===== config.mk =====
export PLATFORM = sky130hd
export DESIGN_NAME = agu_top
export DESIGN_NICKNAME = d
export VERILOG_FILES = /design/src/common/agu_pkg.sv /design/src/agu/agu_bank_map.sv /design/src/agu/agu_fault_check.sv /design/src/agu/agu_proc_regs.sv /design/src/agu/agu_stage.sv /design/src/agu/agu_top.sv
export SDC_FILE = /design/constraint.sdc
export NUM_CORES = 1
export LEC_CHECK = 0
export ABC_AREA = 1
export ABC_CLOCK_PERIOD_IN_PS = 5100
export BUFFER_PORTS_ARGS = -buffer_cell sky130_fd_sc_hd__buf_4
export CAP_MARGIN = 20
export CELL_PAD_IN_SITES_DETAIL_PLACEMENT = 1
export CELL_PAD_IN_SITES_GLOBAL_PLACEMENT = 1
export CORE_AREA = 2 2 211 213
export CTS_BUF_LIST = sky130_fd_sc_hd__clkbuf_4 sky130_fd_sc_hd__clkbuf_8
export DETAILED_ROUTE_END_ITERATION = 8
export DIE_AREA = 0 0 213 215
export PLACE_DENSITY_LB_ADDON = 0.15
export SLEW_MARGIN = 15
export SYNTH_ARGS = -nofsm -noshare
export SYNTH_HDL_FRONTEND = slang
export SYNTH_SLANG_ARGS = --single-unit
export TNS_END_PERCENT = 5

===== constraint.sdc =====
create_clock -name clk -period 5.1 [get_ports clk]
set_clock_uncertainty 0.05 [all_clocks]
set_input_delay 1.02 -clock clk [delete_from_list [all_inputs] [get_ports clk]]
set_output_delay 1.02 -clock clk [all_outputs]
set_load 0.01 [all_outputs]

===== src/common/agu_pkg.sv =====
// ##########################################################
// agu_pkg
// shared widths, size classes, CSR numbers and the structs
// that carry requests, TLB entries, results and fault reports
// for the load/store address generation unit
// ##########################################################

package agu_pkg;

  localparam int vaddr_w = 44;
  localparam int paddr_w = 44;
  // 8 KiB pages
  localparam int page_bits = 13;
  // 32 banks of 4 bytes, 128-byte line
  localparam int bank_count = 32;
  localparam int line_bit = 7;
  localparam int proc_w = 24;
  localparam int tlb_addr_w = 52;
  localparam int phys_w = paddr_w - page_bits;

  // CSR register numbers, thread select lives in csr_no[15]
  localparam logic [14:0] csr_page = 15'h0004;
  localparam logic [14:0] csr_vmpage = 15'h0005;

  typedef enum logic [2:0] {
    sz_byte,
    sz_half,
    sz_word,
    sz_dword,
    sz_ten_byte,
    sz_quad,
    sz_fill_spill
  } size_class_t;

  typedef struct packed {
    logic [phys_w-1:0] phys;
    logic              na;
    logic              sys;
    logic [1:0]        mem_type;
  } tlb_entry_t;

  typedef struct packed {
    logic spare;
    logic sec;
    logic km;
    logic vm;
  } attr_t;

  typedef struct packed {
    logic [12:0]        op;
    logic [vaddr_w-1:0] vaddr;
    logic [8:0]         reg_no;
    logic [8:0]         lsq_no;
    logic [9:0]         ii_no;
    logic [5:0]         wq_no;
    logic               thread;
    attr_t              attr;
  } agu_req_t;

  typedef struct packed {
    logic                            en;
    logic                            store;
    logic [4:0]                      sz;
    logic                            invtlb;
    logic [paddr_w-1:line_bit+1]     addr_even;
    logic [paddr_w-1:line_bit+1]     addr_odd;
    logic [paddr_w-1:0]              addr_main;
    logic [bank_count-1:0]           banks;
    logic [4:0]                      bank0;
    logic                            odd;
    logic                            split;
    logic [1:0]                      mem_type;
    logic [8:0]                      reg_no;
    logic [8:0]                      lsq_no;
    logic [9:0]                      ii_no;
    logic [5:0]                      wq_no;
    logic                            thread;
  } mop_t;

  typedef struct packed {
    logic       page_fault;
    logic [7:0] fault_code;
  } fault_t;

endpackage


===== src/agu/agu_bank_map.sv =====
// ##########################################################
// agu_bank_map
// decodes the operation size and works out which 4-byte
// banks of the line an access touches, where it starts and
// whether it runs past the last bank
// ##########################################################

module agu_bank_map #(
  parameter int bank_count = 32
) (
  input  logic [12:0]                           op,
  input  logic [$clog2(bank_count)+1:0]         addr_low,
  output agu_pkg::size_class_t                  size,
  output logic [bank_count-1:0]                 banks,
  output logic [$clog2(bank_count)-1:0]         bank0,
  output logic                                  split
);

  localparam int bw = $clog2(bank_count);

  logic [1:0]    lo;
  logic [2:0]    n_banks;
  logic [bw:0]   bank_end;
  logic [bw-1:0] off;

  assign lo = addr_low[1:0];
  assign bank0 = addr_low[bw+1:2];

  // size field is op[5:1]
  always_comb begin
    case (op[5:1])
      5'd16: size = agu_pkg::sz_byte;
      5'd17: size = agu_pkg::sz_half;
      5'd18: size = agu_pkg::sz_word;
      5'd19: size = agu_pkg::sz_dword;
      5'd3: size = agu_pkg::sz_ten_byte;
      5'd0, 5'd1, 5'd2: size = agu_pkg::sz_quad;
      5'd4, 5'd5, 5'd6: size = agu_pkg::sz_word;
      5'd8, 5'd9, 5'd10: size = agu_pkg::sz_dword;
      5'd15: size = agu_pkg::sz_fill_spill;
      default: size = agu_pkg::sz_dword;
    endcase
  end

  // misaligned starts spill one more bank
  always_comb begin
    case (size)
      agu_pkg::sz_byte: n_banks = 3'd1;
      agu_pkg::sz_half: n_banks = 3'd1 + {2'b00, lo == 2'd3};
      agu_pkg::sz_word: n_banks = 3'd1 + {2'b00, lo != 2'd0};
      agu_pkg::sz_dword: n_banks = 3'd2 + {2'b00, lo != 2'd0};
      agu_pkg::sz_ten_byte: n_banks = 3'd3 + {2'b00, lo == 2'd3};
      agu_pkg::sz_quad: n_banks = 3'd4 + {2'b00, lo != 2'd0};
      agu_pkg::sz_fill_spill: n_banks = 3'd5;
      default: n_banks = 3'd2;
    endcase
  end

  // banks run from bank0 upward and wrap around the line
  always_comb begin
    banks = '0;
    off = '0;
    for (int i = 0; i < bank_count; i++) begin
      off = bw'(i) - bank0;
      banks[i] = off < bw'(n_banks);
    end
  end

  assign bank_end = {1'b0, bank0} + (bw + 1)'(n_banks);
  // past the top bank means the access continues in the next line
  assign split = bank_end > (bw + 1)'(bank_count);

endmodule


===== src/agu/agu_fault_check.sv =====
// ##########################################################
// agu_fault_check
// page fault checks on the current and next TLB entries,
// registered into the fault report one cycle later
// ##########################################################

module agu_fault_check (
  input  logic                clk,
  input  logic                rst,
  input  logic                stall,
  input  logic                en,
  input  logic                tlb_hit,
  input  logic                user,
  input  logic                top_ok,
  input  logic                cross_page,
  input  logic                split,
  input  agu_pkg::tlb_entry_t tlb_cur,
  input  agu_pkg::tlb_entry_t tlb_next,
  output agu_pkg::fault_t     fault
);

  logic next_used;
  logic na_fault;
  logic sys_fault;
  logic valid;

  // the next page entry only counts when the access really reaches it
  assign next_used = split & cross_page;

  assign na_fault = ~tlb_cur.na | (next_used & ~tlb_next.na);

  // user code may not touch system pages nor the top address region
  assign sys_fault = user & (tlb_cur.sys | (next_used & tlb_next.sys) | ~top_ok);

  assign valid = en & tlb_hit;

  always_ff @(posedge clk) begin
    if (rst) begin
      fault <= '0;
    end else if (!stall) begin
      fault.page_fault <= valid & (na_fault | sys_fault);
      fault.fault_code <= {6'b000000, valid & sys_fault, valid & na_fault};
    end
  end

endmodule


===== src/agu/agu_proc_regs.sv =====
// ##########################################################
// agu_proc_regs
// per-thread page and vm page process numbers, written
// through the CSR port, and the selection of the number
// used for the TLB lookup
// ##########################################################

module agu_proc_regs #(
  parameter int proc_w = 24
) (
  input  logic              clk,
  input  logic              rst,
  input  logic              csr_en,
  input  logic [15:0]       csr_no,
  input  logic [63:0]       csr_data,
  input  logic              thread,
  input  logic              vm,
  output logic [proc_w-1:0] proc,
  output logic [proc_w-1:0] sproc
);

  logic [1:0][proc_w-1:0] page_r;
  logic [1:0][proc_w-1:0] vmpage_r;

  // csr_no[15] picks the thread, number comes from the top bits
  always_ff @(posedge clk) begin
    if (rst) begin
      page_r <= '0;
      vmpage_r <= '0;
    end else if (csr_en) begin
      case (csr_no[14:0])
        agu_pkg::csr_page: page_r[csr_no[15]] <= csr_data[63 -: proc_w];
        agu_pkg::csr_vmpage: vmpage_r[csr_no[15]] <= csr_data[63 -: proc_w];
        default: ;
      endcase
    end
  end

  // in vm mode the guest number drives lookup, host number goes out flipped
  always_comb begin
    if (vm) begin
      proc = vmpage_r[thread];
      sproc = page_r[thread] ^ proc_w'(1);
    end else begin
      proc = page_r[thread];
      sproc = '0;
    end
  end

endmodule


===== src/agu/agu_stage.sv =====
// ##########################################################
// agu_stage
// stall-able request register and assembly of the memory
// operation: even and odd line addresses, main physical
// address, banks and queue tags, plus the TLB lookup address
// ##########################################################

module agu_stage #(
  parameter int page_bits = 13,
  parameter int line_bit = 7
) (
  input  logic                                clk,
  input  logic                                rst,
  input  logic                                stall,
  input  logic                                except,
  input  logic                                read_en,
  input  agu_pkg::agu_req_t                   req,
  input  agu_pkg::size_class_t                size,
  input  logic [agu_pkg::bank_count-1:0]      banks,
  input  logic [4:0]                          bank0,
  input  logic                                split,
  input  logic [agu_pkg::tlb_addr_w - agu_pkg::vaddr_w + page_bits - 1:0] proc_low,
  input  logic                                tlb_hit,
  input  agu_pkg::tlb_entry_t                 tlb_cur,
  input  agu_pkg::tlb_entry_t                 tlb_next,
  output logic [agu_pkg::tlb_addr_w-1:0]      tlb_addr,
  output logic                                en,
  output logic                                tlb_miss,
  output logic                                cross_page,
  output logic                                top_ok,
  output logic                                user,
  output agu_pkg::mop_t                       mop
);

  agu_pkg::agu_req_t                  req_q;
  agu_pkg::size_class_t               size_q;
  logic [agu_pkg::bank_count-1:0]     banks_q;
  logic [4:0]                         bank0_q;
  logic                               split_q;
  logic                               except_q;
  logic [page_bits+1:0]               addr_next;
  logic                               odd;
  logic [agu_pkg::phys_w-1:0]         even_page;
  logic [agu_pkg::phys_w-1:0]         odd_page;

  // lookup address is formed straight from the incoming request
  assign tlb_addr = {proc_low, req.vaddr[agu_pkg::vaddr_w-1:page_bits]};

  // except_q remembers last cycle's except even across a stall
  always_ff @(posedge clk) begin
    if (rst) begin
      en <= 1'b0;
      except_q <= 1'b0;
    end else begin
      except_q <= except;
      if (!stall)
        en <= read_en & ~except & ~except_q;
    end
  end

  always_ff @(posedge clk) begin
    if (!stall) begin
      req_q <= req;
      size_q <= size;
      banks_q <= banks;
      bank0_q <= bank0;
      split_q <= split;
    end
  end

  // address of the following line
  assign addr_next = {1'b0, req_q.vaddr[page_bits:0]} + (page_bits + 2)'(1 << line_bit);
  assign cross_page = addr_next[page_bits+1];
  assign odd = req_q.vaddr[line_bit];

  // odd start means the even line is the following one, and vice versa
  assign even_page = (odd & cross_page) ? tlb_next.phys : tlb_cur.phys;
  assign odd_page = (~odd & cross_page) ? tlb_next.phys : tlb_cur.phys;

  assign top_ok = ~&req_q.vaddr[42:41];
  assign user = ~req_q.attr.km;

  assign tlb_miss = en & ~tlb_hit & ~except;

  always_comb begin
    mop.en = en & tlb_hit & ~except;
    mop.store = req_q.op[0];
    // decoded size class
    mop.sz = {2'b00, size_q};
    mop.invtlb = req_q.op[7];
    if (odd) begin
      mop.addr_even = {even_page, addr_next[page_bits-1:line_bit+1]};
      mop.addr_odd = {odd_page, req_q.vaddr[page_bits-1:line_bit+1]};
    end else begin
      mop.addr_even = {even_page, req_q.vaddr[page_bits-1:line_bit+1]};
      mop.addr_odd = {odd_page, addr_next[page_bits-1:line_bit+1]};
    end
    mop.addr_main = {tlb_cur.phys, req_q.vaddr[page_bits-1:0]};
    mop.banks = banks_q & {agu_pkg::bank_count{en}};
    mop.bank0 = bank0_q;
    mop.odd = odd;
    mop.split = split_q;
    mop.mem_type = tlb_cur.mem_type;
    mop.reg_no = req_q.reg_no;
    mop.lsq_no = req_q.lsq_no;
    mop.ii_no = req_q.ii_no;
    mop.wq_no = req_q.wq_no;
    mop.thread = req_q.thread;
  end

endmodule


===== src/agu/agu_top.sv =====
// ##########################################################
// agu_top
// load/store address generation unit for one memory port,
// joining bank map, process registers, request stage,
// fault check and the external TLB
// ##########################################################

module agu_top #(
  parameter int bank_count = agu_pkg::bank_count,
  parameter int proc_w = agu_pkg::proc_w,
  parameter int page_bits = agu_pkg::page_bits,
  parameter int line_bit = agu_pkg::line_bit
) (
  input  logic                           clk,
  input  logic                           rst,
  input  agu_pkg::agu_req_t              req,
  input  logic                           read_en,
  input  logic                           stall,
  input  logic                           except,
  input  logic                           csr_en,
  input  logic [15:0]                    csr_no,
  input  logic [63:0]                    csr_data,
  input  logic                           tlb_hit,
  input  agu_pkg::tlb_entry_t            tlb_cur,
  input  agu_pkg::tlb_entry_t            tlb_next,
  output logic [agu_pkg::tlb_addr_w-1:0] tlb_addr,
  output logic                           tlb_en,
  output logic [proc_w-1:0]              sproc,
  output logic                           tlb_miss,
  output agu_pkg::mop_t                  mop,
  output agu_pkg::fault_t                fault
);

  agu_pkg::size_class_t  size;
  logic [bank_count-1:0] banks;
  logic [4:0]            bank0;
  logic                  split;
  logic [proc_w-1:0]     proc;
  logic                  cross_page;
  logic                  top_ok;
  logic                  user;

  agu_bank_map #(
    .bank_count(bank_count)
  ) u_bank_map (
    .op(req.op),
    .addr_low(req.vaddr[6:0]),
    .size(size),
    .banks(banks),
    .bank0(bank0),
    .split(split)
  );

  agu_proc_regs #(
    .proc_w(proc_w)
  ) u_proc_regs (
    .clk(clk),
    .rst(rst),
    .csr_en(csr_en),
    .csr_no(csr_no),
    .csr_data(csr_data),
    .thread(req.thread),
    .vm(req.attr.vm),
    .proc(proc),
    .sproc(sproc)
  );

  agu_stage #(
    .page_bits(page_bits),
    .line_bit(line_bit)
  ) u_stage (
    .clk(clk),
    .rst(rst),
    .stall(stall),
    .except(except),
    .read_en(read_en),
    .req(req),
    .size(size),
    .banks(banks),
    .bank0(bank0),
    .split(split),
    .proc_low(proc[20:0]),
    .tlb_hit(tlb_hit),
    .tlb_cur(tlb_cur),
    .tlb_next(tlb_next),
    .tlb_addr(tlb_addr),
    .en(tlb_en),
    .tlb_miss(tlb_miss),
    .cross_page(cross_page),
    .top_ok(top_ok),
    .user(user),
    .mop(mop)
  );

  agu_fault_check u_fault_check (
    .clk(clk),
    .rst(rst),
    .stall(stall),
    .en(tlb_en),
    .tlb_hit(tlb_hit),
    .user(user),
    .top_ok(top_ok),
    .cross_page(cross_page),
    .split(mop.split),
    .tlb_cur(tlb_cur),
    .tlb_next(tlb_next),
    .fault(fault)
  );

endmodule


==> impl_metrics.env <==
export IMPL_rows=77
export IMPL_synth_cell_types=30
export IMPL_ys_top_cells_by_area="edfxtp_1, dfxtp_1, nand2_1"
export IMPL_clk_pin_slew_ns=0.10
export IMPL_finalSetupViolCount=0
export IMPL_worstSkewPairLatency_ns=0.51
export IMPL_routed_wl_um=39100
export IMPL_vias_per_cell=4.08
export IMPL_postCtsResizedCells=0
export IMPL_maxCapViolations=0
export IMPL_cts_made_buffers=17
export IMPL_netlist_area_sq_um=10500
export IMPL_num_fill_cells=5368
export IMPL_die_y_um=215
export IMPL_criticalPathCategory="in -> out"
export IMPL_placed_area_sq_um=13200
export IMPL_vdd_drop_max_mv=0.157
export IMPL_fin_nets=1926
export IMPL_cts_setup_buffers=0
export IMPL_syn_avg_cell_area_sq_um=7.55
export IMPL_p_per_area_nw_per_um2=252
export IMPL_synth_top_area_share_pct=25.7
export IMPL_hold_viol_final=0
export IMPL_cts_max_path_buffers=2
export IMPL_vias=9191
export IMPL_hp_class="reg -> reg"
export IMPL_fmax_mhz=270
export IMPL_cts_sinks=185
export IMPL_cts_hold_buf=0
export IMPL_cts_max_level=4
export IMPL_path_max_fanout=17
export IMPL_ios=540
export IMPL_place_ws_ns=1.28
export IMPL_root_buffer="clkbuf_8"
export IMPL_synthCells=1395
export IMPL_dp_final_hpwl_um=30600
export IMPL_synth_top_area_cell="edfxtp_1"
export IMPL_antenna_found_initial=5
export IMPL_holdPathStages=2
export IMPL_slew_violations=0
export IMPL_cp_data_arrival_time_ns=2.64
export IMPL_utilization_pct=31.3
export IMPL_firstDrtPassIters=4
export IMPL_slew_headroom_pct=32.6
export IMPL_core_sq_um=43600
export IMPL_finalCriticalPeriod_ns=3.71
export IMPL_grt_max_degree=77
export IMPL_cp_end_kind="output port"
export IMPL_cts_tree="yes"
export IMPL_cp_start_kind="input port"
export IMPL_p_total_mw=3.44
export IMPL_die_area_sq_um=45800
export IMPL_numPortBuffers=421
export IMPL_tightest_slew_ns=1.01
export IMPL_worstPathRequired_ns=4.03
export IMPL_area_delta_synth_final_pct=29.7
export IMPL_yosysWarnings=0
export IMPL_rsz0062_at_grt="false"
export IMPL_grt_pass1_vias=9150
export IMPL_overflow=0
export IMPL_multi_input_comb_area_sq_um=3910
export IMPL_cellLeakagePower_nw=7.07
export IMPL_status="finished, final reports clean"
export IMPL_dieWidth_um=213
export IMPL_rr_worst_depth=8
export IMPL_stdcell_area_sq_um=13700
export IMPL_groute_usage_overall_pct=16.9
export IMPL_initial_utilization_pct=24.1
export IMPL_ys_seq_elements=185
export IMPL_grt_pass1_wl_um=56600
export IMPL_antenna_left=0
export IMPL_drtIter0Drc=310
export IMPL_fin_ws_ns=1.39
export IMPL_seq_area_frac_synth_pct=43.7
export IMPL_routedWlPerCell_um=17.4
export IMPL_drc=0
export IMPL_fin_setup_tns_ns=0
export IMPL_timing_final_crit_share_pct=72.8
export IMPL_gp_congestion=0.772
export IMPL_layout_drive_gt1_share_pct=30.6
export IMPL_final_seq_area_sq_um=4600
## cells by family (layout without fill, tap and decap cells)
kind of cell | after synthesis | after routing | synth area share, %
mux | 31 | 31 | 3.31
compound gates | 131 | 131 | 6.35
buf+inv | 404 | 657 | 19.5
xor+xnor | 16 | 16 | 1.33
other cells | 1 | 12 | 0.0356
fa+ha+maj | 31 | 31 | 3.75
simple gates | 596 | 596 | 22.0
flops | 185 | 185 | 43.7
## cells in the final DEF (no fill, tap or decap), types with 2 or more instances in the layout
cell type,n
clkbuf_4,4
nor3_1,5
inv_1,186
nand3_1,18
a21oi_1,39
clkinv_2,2
o21bai_1,3
dfxtp_1,95
nand2_1,305
xor2_1,13
conb_1,8
xnor2_1,3
nor2_1,256
o21ai_0,87
diode_2,4
ha_1,30
clkinv_1,2
clkbuf_8,17
bufinv_16,3
clkinvlp_4,4
mux2_2,31
inv_6,2
buf_4,436
edfxtp_1,90
or2_2,2
nand4_2,2
nand4_1,5
## sequential cells by signal, indices dropped and copies added (netlist names)
name / flops
u_proc_regs.page_r: 48
u_stage.mop: 46
u_proc_regs.vmpage_r: 42
u_stage.banks_q: 32
u_stage.bank0_q: 4
u_stage.req_q: 4
u_fault_check.fault: 3
u_stage.size_q: 3
u_stage.en: 1
u_stage.except_q: 1
u_stage.split_q: 1
## critical path, cell delays in order
cell	delay, ns
buf_4	0.09
clkinv_1	0.51
buf_4	0.44
a21oi_1	0.12
o21ai_0	0.11
o21ai_0	0.16
buf_4	0.17
## cell usage after synthesis (all sizes together)
master / instances
a2111oi: 1
a21oi: 39
buf: 150
clkbuf: 65
clkinv: 1
conb: 1
dfxtp: 95
edfxtp: 90
fa: 1
ha: 30
inv: 188
mux2: 31
nand2: 305
nand3: 18
nand4: 7
nor2: 256
nor3: 7
o21a: 1
o21ai: 87
o21bai: 3
or2: 3
xnor2: 3
xor2: 13
## per-stage QoR
stage	hold WS [ns]	cells
5_1_grt	0.458	2249
2_1_floorplan	0.405	1402
3_5_place_dp	0.417	2215
4_1_cts	0.433	2247
6_report	0.420	2251
3_3_place_gp	0.407	2215
## metal layers
layer  track usage [%]  vias up  share of wire (%)  routed length, um
met4              6.85        0                2.6               1010
met2              32.3      240                 54              21200
met5                 0        -                  0                  0
li1                  -     4605                  -                  -
met3              3.14       33                4.8               1860
met1              17.7     4313                 38              15000
## area by class of cell
class / count / share of cell area [%]
Sequential cell: 185 / 33.7
Timing Repair Buffer: 436 / 24.0
Clock buffer: 21 / 1.93
Inverter: 189 / 5.22
Clock inverter: 11 / 1.07
Multi-Input combinational cell: 813 / 28.6
Antenna cell: 4 / 0.0733
Tap cell: 592 / 5.42
## power breakdown
part / switching [mW] / internal, mW / total (mW)
Sequential: 0.0273 / 1.63 / 1.66
Combinational: 0.375 / 0.312 / 0.687
Clock: 0.590 / 0.506 / 1.10
Total: 0.992 / 2.45 / 3.44
## final timing paths
| kind | from | endpoint | slack (ns) |
|---|---|---|---|
| setup / recovery | req[0] | tlb_addr[33] | 1.39 |
| hold / removal | u_fault_check.fault[0]$_SDFFE_PP0N_ | u_fault_check.fault[0]$_SDFFE_PP0N_ | 0.42 |
| setup reg to reg | u_stage.mop[38]$_DFFE_PN_ | u_fault_check.fault[8]$_SDFFE_PP0N_ | 3.41 |
| hold reg to reg | u_fault_check.fault[0]$_SDFFE_PP0N_ | u_fault_check.fault[0]$_SDFFE_PP0N_ | 0.42 |
No activity file was read; power rests on OpenSTA's default activity.
